--- config.mk ---
export PLATFORM = sky130hd
export DESIGN_NAME = pool_ctrl
export DESIGN_NICKNAME = d
export VERILOG_FILES = /design/src/common/pool_pkg.sv /design/src/common/pool_event_if.sv /design/src/pool_scan/pool_scan.sv /design/src/hdl/pool_align.sv /design/src/hdl/pool_ctrl.sv
export SDC_FILE = /design/constraint.sdc
export NUM_CORES = 1
export LEC_CHECK = 0
export ABC_AREA = 1
export BUFFER_PORTS_ARGS = -buffer_cell sky130_fd_sc_hd__buf_2
export CORE_ASPECT_RATIO = 1.75
export CORE_UTILIZATION = 40
export DETAILED_ROUTE_END_ITERATION = 10
export PLACE_DENSITY_LB_ADDON = 0.12
export SYNTH_ARGS = -nofsm -noshare
export SYNTH_HDL_FRONTEND = slang
export SYNTH_SLANG_ARGS = --single-unit
--- constraint.sdc ---
create_clock -name clk -period 2.2 [get_ports clk]
set_input_delay 0.44 -clock clk [delete_from_list [all_inputs] [get_ports clk]]
set_output_delay 0.44 -clock clk [all_outputs]
set_load 0.05 [all_outputs]
--- src/common/pool_pkg.sv ---
package pool_pkg;

  // size and counter width
  localparam int LWIDTH = 8;

  // feature map side length, window size or raster position
  typedef logic [LWIDTH-1:0] size_t;

  // stages in the event delay line
  localparam int DELAY_DEPTH = 32;

  typedef logic [$clog2(DELAY_DEPTH)-1:0] tap_t;

  // fixed part of the pooling buffer latency
  // tap = fea_size - pool_size + POOL_PIPE_LATENCY - 1
  localparam int POOL_PIPE_LATENCY = 8;

  // register stages between the tap and the out_* ports, pool_oe after the first
  localparam int OUT_STAGES = 2;

  // frame state encoding
  localparam logic S_WAIT   = 1'b0;
  localparam logic S_ACTIVE = 1'b1;

endpackage

--- src/common/pool_event_if.sv ---
interface pool_event_if;
  import pool_pkg::*;

  logic ev_begin;    // window begin, one cycle
  logic ev_valid;    // window complete, one cycle
  logic ev_end;      // last pixel of frame
  tap_t tap;         // delay tap, fixed per frame
  logic frame_done;  // registered out_end

  // event source side
  modport scan (
    output ev_begin,
    output ev_valid,
    output ev_end,
    output tap,
    input  frame_done
  );

  // delay and output side
  modport align (
    input  ev_begin,
    input  ev_valid,
    input  ev_end,
    input  tap,
    output frame_done
  );

endinterface

--- src/pool_scan/pool_scan.sv ---
module pool_scan (
  input  logic            clk,
  input  logic            xrst,
  input  logic            in_begin,
  input  logic            in_valid,
  input  pool_pkg::size_t fea_size,
  input  pool_pkg::size_t pool_size,
  output logic            buf_feat_en,
  output pool_pkg::size_t w_pool_size,
  pool_event_if.scan      ev
);
  import pool_pkg::*;

  logic  r_state;
  logic  r_buf_feat_en;

  size_t r_fea_size;
  size_t r_pool_size;
  tap_t  r_tap;

  size_t r_x;       // raster column
  size_t r_y;       // raster row
  size_t r_exec_x;  // column inside window
  size_t r_exec_y;  // row inside window

  logic  start;
  logic  accept;
  logic  row_end;
  size_t tap_calc;
  size_t fea_last;
  size_t pool_last;
  size_t pool_pre;

  // in_begin only counts while waiting
  assign start  = (r_state == S_WAIT) && in_begin;
  assign accept = (r_state == S_ACTIVE) && in_valid;

  assign tap_calc = fea_size - pool_size + size_t'(POOL_PIPE_LATENCY - 1);

  assign fea_last  = r_fea_size - 1'b1;
  assign pool_last = r_pool_size - 1'b1;
  assign pool_pre  = r_pool_size - size_t'(2);

  assign row_end = (r_x == fea_last);

  always_ff @(posedge clk)
    if (!xrst)
      r_state <= S_WAIT;
    else
      case (r_state)
        S_WAIT:
          if (in_begin)
            r_state <= S_ACTIVE;
        S_ACTIVE:
          if (ev.frame_done)
            r_state <= S_WAIT;
        default:
          r_state <= S_WAIT;
      endcase

  // sizes and tap held for the whole frame
  always_ff @(posedge clk)
    if (!xrst)
    begin
      r_fea_size  <= '0;
      r_pool_size <= '0;
      r_tap       <= '0;
    end
    else if (start)
    begin
      r_fea_size  <= fea_size;
      r_pool_size <= pool_size;
      r_tap       <= tap_t'(tap_calc);  // at most 31 for supported sizes
    end

  // feature buffer enable, one cycle after any in_begin
  always_ff @(posedge clk)
    if (!xrst)
      r_buf_feat_en <= 1'b0;
    else
      r_buf_feat_en <= in_begin;

  // raster position, cleared while waiting
  always_ff @(posedge clk)
    if (!xrst || r_state == S_WAIT)
    begin
      r_x <= '0;
      r_y <= '0;
    end
    else if (in_valid)
    begin
      if (row_end)
      begin
        r_x <= '0;
        if (r_y == fea_last)
          r_y <= '0;
        else
          r_y <= r_y + 1'b1;
      end
      else
        r_x <= r_x + 1'b1;
    end

  // window position, x wraps per pixel
  always_ff @(posedge clk)
    if (!xrst || r_state == S_WAIT)
      r_exec_x <= '0;
    else if (in_valid)
    begin
      if (r_exec_x == pool_last)
        r_exec_x <= '0;
      else
        r_exec_x <= r_exec_x + 1'b1;
    end

  // y steps at each row end
  always_ff @(posedge clk)
    if (!xrst || r_state == S_WAIT)
      r_exec_y <= '0;
    else if (in_valid && row_end)
    begin
      if (r_exec_y == pool_last)
        r_exec_y <= '0;
      else
        r_exec_y <= r_exec_y + 1'b1;
    end

  // Events fire only on an accepted pixel, so a stalled stream
  // sitting at a matching position does not repeat them.
  assign ev.ev_begin = accept
                       && r_x == pool_pre
                       && r_y == pool_last;
  assign ev.ev_valid = accept
                       && r_exec_x == pool_last
                       && r_exec_y == pool_last;
  assign ev.ev_end   = accept
                       && row_end
                       && r_y == fea_last;

  assign ev.tap = r_tap;

  assign buf_feat_en = r_buf_feat_en;
  assign w_pool_size = r_pool_size;

endmodule

--- src/hdl/pool_align.sv ---
module pool_align (
  input  logic        clk,
  input  logic        xrst,
  pool_event_if.align ev,
  output logic        out_begin,
  output logic        out_valid,
  output logic        out_end,
  output logic        pool_oe
);
  import pool_pkg::*;

  // per stage {begin, valid, end}
  logic [DELAY_DEPTH-1:0][2:0] r_ev_d;

  logic [2:0] ev_in;
  logic [2:0] ev_tap;

  logic r_begin_d0;
  logic r_valid_d0;
  logic r_end_d0;
  logic r_begin_d1;
  logic r_valid_d1;
  logic r_end_d1;

  assign ev_in = {ev.ev_begin, ev.ev_valid, ev.ev_end};

  // stage 0 loads on the accept edge
  always_ff @(posedge clk)
    if (!xrst)
      r_ev_d <= '0;
    else
      r_ev_d <= {r_ev_d[DELAY_DEPTH-2:0], ev_in};

  // tap matches the buffer latency of this frame
  assign ev_tap = r_ev_d[ev.tap];

  // first output stage, feeds pool_oe
  always_ff @(posedge clk)
    if (!xrst)
    begin
      r_begin_d0 <= 1'b0;
      r_valid_d0 <= 1'b0;
      r_end_d0   <= 1'b0;
    end
    else
    begin
      r_begin_d0 <= ev_tap[2];
      r_valid_d0 <= ev_tap[1];
      r_end_d0   <= ev_tap[0];
    end

  // second output stage
  always_ff @(posedge clk)
    if (!xrst)
    begin
      r_begin_d1 <= 1'b0;
      r_valid_d1 <= 1'b0;
      r_end_d1   <= 1'b0;
    end
    else
    begin
      r_begin_d1 <= r_begin_d0;
      r_valid_d1 <= r_valid_d0;
      r_end_d1   <= r_end_d0;
    end

  assign out_begin = r_begin_d1;
  assign out_valid = r_valid_d1;
  assign out_end   = r_end_d1;

  assign pool_oe = r_valid_d0;  // one cycle ahead of out_valid

  // scan side leaves the active state on this
  assign ev.frame_done = r_end_d1;

endmodule

--- src/hdl/pool_ctrl.sv ---
module pool_ctrl (
  input  logic            clk,
  input  logic            xrst,
  input  logic            in_begin,
  input  logic            in_valid,
  input  logic            in_end,     // frame end comes from the counters
  input  pool_pkg::size_t fea_size,
  input  pool_pkg::size_t pool_size,
  output logic            buf_feat_en,
  output logic            out_begin,
  output logic            out_valid,
  output logic            out_end,
  output logic            pool_oe,
  output pool_pkg::size_t w_pool_size
);

  // events and tap from scan to align, frame_done back
  pool_event_if ev ();

  // frame FSM, counters and event detection
  pool_scan u_scan (
    .clk         (clk),
    .xrst        (xrst),
    .in_begin    (in_begin),
    .in_valid    (in_valid),
    .fea_size    (fea_size),
    .pool_size   (pool_size),
    .buf_feat_en (buf_feat_en),
    .w_pool_size (w_pool_size),
    .ev          (ev)
  );

  // event delay to the pooling buffer, output stages
  pool_align u_align (
    .clk       (clk),
    .xrst      (xrst),
    .ev        (ev),
    .out_begin (out_begin),
    .out_valid (out_valid),
    .out_end   (out_end),
    .pool_oe   (pool_oe)
  );

endmodule

==> impl_metrics.toml, run 1 <==
[cts]
cts_hold_buf = 0
cts_tree = "built"
cts_sinks = 157
cts.clk_slew.worst_paths_ps = 70
numCtsBuffers = 17
clk_latency_ps = 440
max-clock-path-buffers = 2
clockRootBuffer = "clkbuf_16"
htree_levels = 4

[final_layout]
regArea_sq_um = 3150
nNetsFinal = 1168
diodes = 0
drive_gt1_share_pct = 12.1
syn_to_final_growth_pct = 17.3
nFillCells = 1858
multi_input_area_sq_um = 3520
fin_util_pct = 48.4

[floorplanning]
die_h_microns = 183
num_io_pins = 34
rows = 65
core_area_sq_um = 18100
die-area_sq_um = 19300
start_util_pct = 41.2
die_x_microns = 105

[drt]
wirelength_mm = 20.2
detail_route.iter0.violations = 245
vias_per_cell = 4.90
drc = 0
wl_per_cell_microns = 14.7
drt_pass1_iterations = 4
drtAntennaViolNets = 0
vias = 6760

[power_and_ir_drop]
p_comb_share_pct = 17.6
power_switching_uw = 2190
seqPwrFrac_pct = 40.2
p_leak_uw = 0.00463
p_per_area_nw_per_um2 = 840
vdd_drop_max_mv = 0.404
switching_share_pct = 29.6
p_clk_share_pct = 42.3
internal_power_uw = 5190

[place]
numPortBuffers = 32
place_congestion = 0.934
dp_hpwl_mm = 14.9

[synthesis]
syn_area_sq_um = 7480
syn-num-nets = 1114
async_flop_share_pct = 0
synth_edf_count = 0
ys_types = 34
postSynthCellCount = 1078
syn_avg_cell_area_sq_um = 6.94
synthTopCellsByArea = "dfxtp_1 42%, nand2_1 13%, inv_1 9.2%"
synth_largest_area_cell = "dfxtp_1"
ys_seq_area_share_pct = 42.0
ys.flop_type = "dfxtp_1"
synth_top_area_share_pct = 42.0
yosysWarnings = 0
ys_seq_elements = 157

[sta]
tightest_slew_ps = 561
hold_violations = 0
clock-skew-final_ps = 12.0
drv_slew = 0
final.period_utilization_pct = 90.7
fin_crit_ps = 1990
maxSlewHeadroom_pct = 62.6
rsz0062_at_grt = "false"
setup_violations = 0
fin_tns_setup_ps = 0
max_freq_mhz = 501

[setup_path]
r2r_slack_ps = 210
crit_arrival_ps = 2320
cp_max_fo = 4
required_ps = 2520
r2r-start = "u_scan.r_fea_size[1]"
cp-start-kind = "register"
crit_start = "u_scan.r_fea_size[1]"
worstSetupPathType = "reg2reg"
reg2regPathDepth = 14
reg2reg_to = "u_scan.r_y[6]"
cp-endpoint = "u_scan.r_y[6]"
endpoint_kind = "register"

[global_routing]
antenna_found_initial = 0
grt_pass1_wl_mm = 33.1
overflow = 0
first_global_vias = 6732
grtUsageTotal_pct = 22.5
grt_max_degree = 101

[worst_hold_path]
hold_path.class = "in2reg"

[flow_run]
maxCapViolCount = 0

[run_status]
outcome = "complete, no violations"
-- per-layer routing --
layer	routed length (microns)	GRT usage [%]	share of wire, %	vias to the layer above
met2	10800	42.9	54	121
met4	1090	14.1	5.4	0
met3	499	3.41	2.5	52
met5	0	0	0	-
li1	-	-	-	3501
met1	7810	22.3	39	3086
-- cell families after synthesis --
group | share of synthesized area [%]
compound gates | 10.9
fa+ha+maj | 2.61
flops | 42.0
simple gates | 28.5
buf+inv | 11.4
xor+xnor | 4.57
-- cell usage after synthesis (2+ instances only) --
library cell	number
o221ai_1	20
nor2_1	109
o22ai_1	6
a21oi_1	34
a32o_1	2
nand3b_1	3
nand3_1	75
nand4_1	20
xor2_1	32
clkbuf_1	35
nand2_2	10
o21ai_1	2
xnor2_1	7
inv_2	3
buf_2	2
o21ai_0	72
nor2_2	8
ha_1	14
nand2_1	257
nor3_1	15
inv_1	183
dfxtp_1	157
-- flip-flops by register name, indices dropped and copies added, names as in the netlist, 5 cells and up --
| signal | flops |
|---|---|
| u_scan.r_fea_size | 8 |
| u_scan.ev.tap | 5 |
| u_scan.w_pool_size | 8 |
| u_scan.r_exec_y | 8 |
| u_scan.r_exec_x | 8 |
| u_align.r_ev_d | 96 |
| u_scan.r_y | 8 |
| u_scan.r_x | 8 |
-- through the flow --
stage / instance area (sq um) / total power, uW / worst slack, ps / cells / hold WS (ps)
finish: 8770 / 7370 / 205 / 1379 / 202
global route: 8770 / 7730 / 5.25 / 1379 / 212
CTS: 8740 / 7450 / 115 / 1379 / 188
detailed placement: 8120 / 4310 / 147 / 1347 / 411
global placement: 8120 / 4300 / 153 / 1347 / 399
floorplan: 7480 / 3900 / 140 / 1078 / 390
-- power groups by stage --
stage	Clock, uW	Combinational [uW]	Sequential [uW]
2_1_floorplan	0	798	3100
3_3_place_gp	0	1280	3030
3_5_place_dp	0	1280	3030
4_1_cts	3200	1290	2960
5_1_grt	3320	1450	2970
6_report	3120	1290	2960
-- worst max-delay path, stage by stage (launching register included) --
cell,delay [ps]
dfxtp_1,340
inv_1,70
ha_2,380
nor2_1,50
nor2_1,100
nand2_1,90
nor2_2,130
nand2_1,60
nor2_1,90
nand3_1,80
nor2_1,120
buf_4,150
nand4_1,70
nand2_1,90
nor2_1,40
-- cell usage in the layout, fill, tap and decap left out, drive strengths merged --
master,count
a211oi,1
a21o,1
a21oi,34
a32o,2
and3,1
buf,73
bufinv,3
clkbuf,18
clkinv,5
clkinvlp,1
dfxtp,157
fa,1
ha,14
inv,192
nand2,267
nand3,76
nand3b,3
nand4,21
nor2,118
nor3,15
o211a,1
o211ai,1
o21ai,74
o21bai,1
o221ai,20
o22ai,6
xnor2,7
xor2,32
-- repair_timing --
item,in CTS,in global routing
buffers inserted,0,0
endpoints found under the setup margin,0,17
resized for setup,0,8
-- worst min-delay path by stage --
stage / start / endpoint / slack [ps] / cells after the start
6_report: in_begin / u_scan.buf_feat_en / 200 / 3
3_3_place_gp: u_align.r_end_d0 / u_align.ev.frame_done / 400 / 2
5_1_grt: in_begin / u_scan.buf_feat_en / 210 / 3
2_1_floorplan: u_align.r_end_d0 / u_align.ev.frame_done / 390 / 2
4_1_cts: in_begin / u_scan.buf_feat_en / 190 / 3
3_5_place_dp: u_align.r_end_d0 / u_align.ev.frame_done / 410 / 2
-- area by class of cell --
cell class | instances | area share [%]
sequential | 157 | 35.9
clock buffer | 18 | 5.00
tap | 234 | 3.34
timing repair buffer | 73 | 5.65
clock inverter | 14 | 2.08
inverter | 187 | 8.00
multi-input combinational | 696 | 40.1
(Power assumes the default switching activity.)
==> run 2, diff against run 1 <==
==> constraint.sdc (replaced) <==
create_clock -name clk -period 2.2 [get_ports clk]
set_input_delay 0 -clock clk [delete_from_list [all_inputs] [get_ports clk]]
set_output_delay 0 -clock clk [all_outputs]
set_load 0.05 [all_outputs]
==> run 2 against run 1 <==
Highest routed layer unchanged. Critical path depth stayed put. Via count is 1.7% higher. Maximum frequency is 0.95% lower. Worst setup slack worse by 19 ps.
==> impl_metrics.toml, run 2 (synthesized netlist as in run 1, its figures left out) <==
[run_status]
outcome = "complete, no violations"

[floorplanning]
core_area_sq_um = 18100
num_io_pins = 34
rows = 65
start_util_pct = 41.2
die_x_microns = 105
die_h_microns = 183
die-area_sq_um = 19300

[sta]
clock-skew-final_ps = 7.19
fin_tns_setup_ps = 0
holdWs_ps = 98.4
hold_violations = 0
drv_slew = 0
tightest_slew_ps = 557
max_freq_mhz = 497
fin_crit_ps = 2010
setup_violations = 0
maxSlewHeadroom_pct = 62.8
final.period_utilization_pct = 91.5

[cts]
max-clock-path-buffers = 2
numCtsBuffers = 17
clockRootBuffer = "clkbuf_16"
htree_levels = 4
cts_sinks = 157
cts.clk_slew.worst_paths_ps = 60
clk_latency_ps = 430
cts_tree = "built"

[global_routing]
grt_max_degree = 122
grtUsageMet1_pct = 22.5
grt.met3_usage_pct = 3.98
antenna_found_initial = 0
grtUsageTotal_pct = 22.3
busiest_layer = "met2"
overflow = 0
grt_pass1_wl_mm = 33.0
first_global_vias = 6754
use_met2_pct = 42.3

[setup_path]
cp_max_fo = 7
crit_start = "u_scan.w_pool_size[1]"
worstSetupPathType = "reg2reg"
cp-start-kind = "register"
endpoint_kind = "register"
r2r_slack_ps = 190
required_ps = 2520
crit_arrival_ps = 2340
reg2regPathDepth = 14
reg2reg_to = "u_scan.r_exec_y[0]"
r2r-start = "u_scan.w_pool_size[1]"

[drt]
drt_pass1_iterations = 5
wl_per_cell_microns = 14.5
drtAntennaViolNets = 0
wirelength_mm = 20.2
drc = 0
detail_route.iter0.violations = 269
vias = 6872
vias_per_cell = 4.93

[final_layout]
top_register = "u_align.r_ev_d"
syn_to_final_growth_pct = 19.4
multi_input_area_sq_um = 3510
largest_reg_flops = 96
drive_gt1_share_pct = 11.0
nFillCells = 1880
layout.cells.most_common = "nand2_1"
nNetsFinal = 1182
fin_util_pct = 49.2
layout_common_cells = "257 x nand2_1, 183 x inv_1, 154 x dfxtp_1"
regArea_sq_um = 3150
diodes = 0
final_cell_area_sq_um = 8930

[worst_hold_path]
hold_path.class = "in2reg"
hp-start = "xrst"
hold_path_depth = 5
min_to = "u_align.r_ev_d[1]"

[flow_run]
maxCapViolCount = 0

[place]
place_area_sq_um = 8100
dp_hpwl_mm = 14.6
place_congestion = 0.950
numPortBuffers = 32

[power_and_ir_drop]
vdd_drop_max_mv = 0.501
p_leak_uw = 0.00467
p_per_area_nw_per_um2 = 816
run 2: cell count changes in the layout (fill, tap and decap cells not counted), sizes merged:
cell | previous run | this run
clkbuf | 18 | 23
buf | 73 | 69
clkinvlp | 1 | 3
inv | 192 | 187
clkinv | 5 | 3
dlygate4sd3 | 0 | 18
run 2: per-layer routing:
layer | vias up | routed length, microns
li1 | 3531 | -
met1 | 3166 | 7850
met2 | 121 | 10800
met3 | 54 | 599
met4 | 0 | 917
met5 | - | 0
run 2: worst max-delay path by stage:
stage                         endpoint  slack (ps)  depth (start not counted)
floorplan           u_scan.r_exec_x[3]         140                         15
global placement    u_scan.r_exec_y[2]         110                         15
detailed placement  u_scan.r_exec_y[2]         120                         15
CTS                 u_scan.r_exec_y[2]          70                         15
global route        u_scan.r_exec_y[0]          -6                         14
finish              u_scan.r_exec_y[0]         190                         14
run 2: report_power, final:
part	internal (uW)	switching, uW	total [uW]
Combinational	453	851	1300
Clock	1850	1170	3020
Sequential	2900	57.7	2960
run 2: per-stage QoR:
stage                     worst slack [ps]  cells  total power, uW
final                                  186   1393             7280
after global routing                 -6.05   1393             7640
after CTS                             74.7   1392             7340
after detailed placement               115   1342             4290
after global placement                 113   1342             4280
after floorplan                        140   1078             3900
run 2: critical path, stage by stage (launching register included):
cell and delay (ps):
dfxtp_2 340, inv_1 170, ha_2 300, inv_1 70
nand2_1 70, nand2_1 120, nand2_1 90, nand2_1 50
nor2_1 90, nand4_1 150, nor2_4 160, buf_12 130
nor2_1 40, nand3_1 80, nand2_1 50
run 2: final cells by class:
cell class	instances	area share (%)
Clock buffer	23	5.24
Inverter	187	7.86
Clock inverter	9	1.51
Tap cell	234	3.28
Timing Repair Buffer	87	7.51
Sequential cell	157	35.2
Multi-Input combinational cell	696	39.3
run 2: timing repair:
action,CTS,global route
buffers inserted,0,1
gates resized for setup,0,6
hold buffers,18,0
hold endpoints to repair,19,0
setup endpoints to repair,0,28
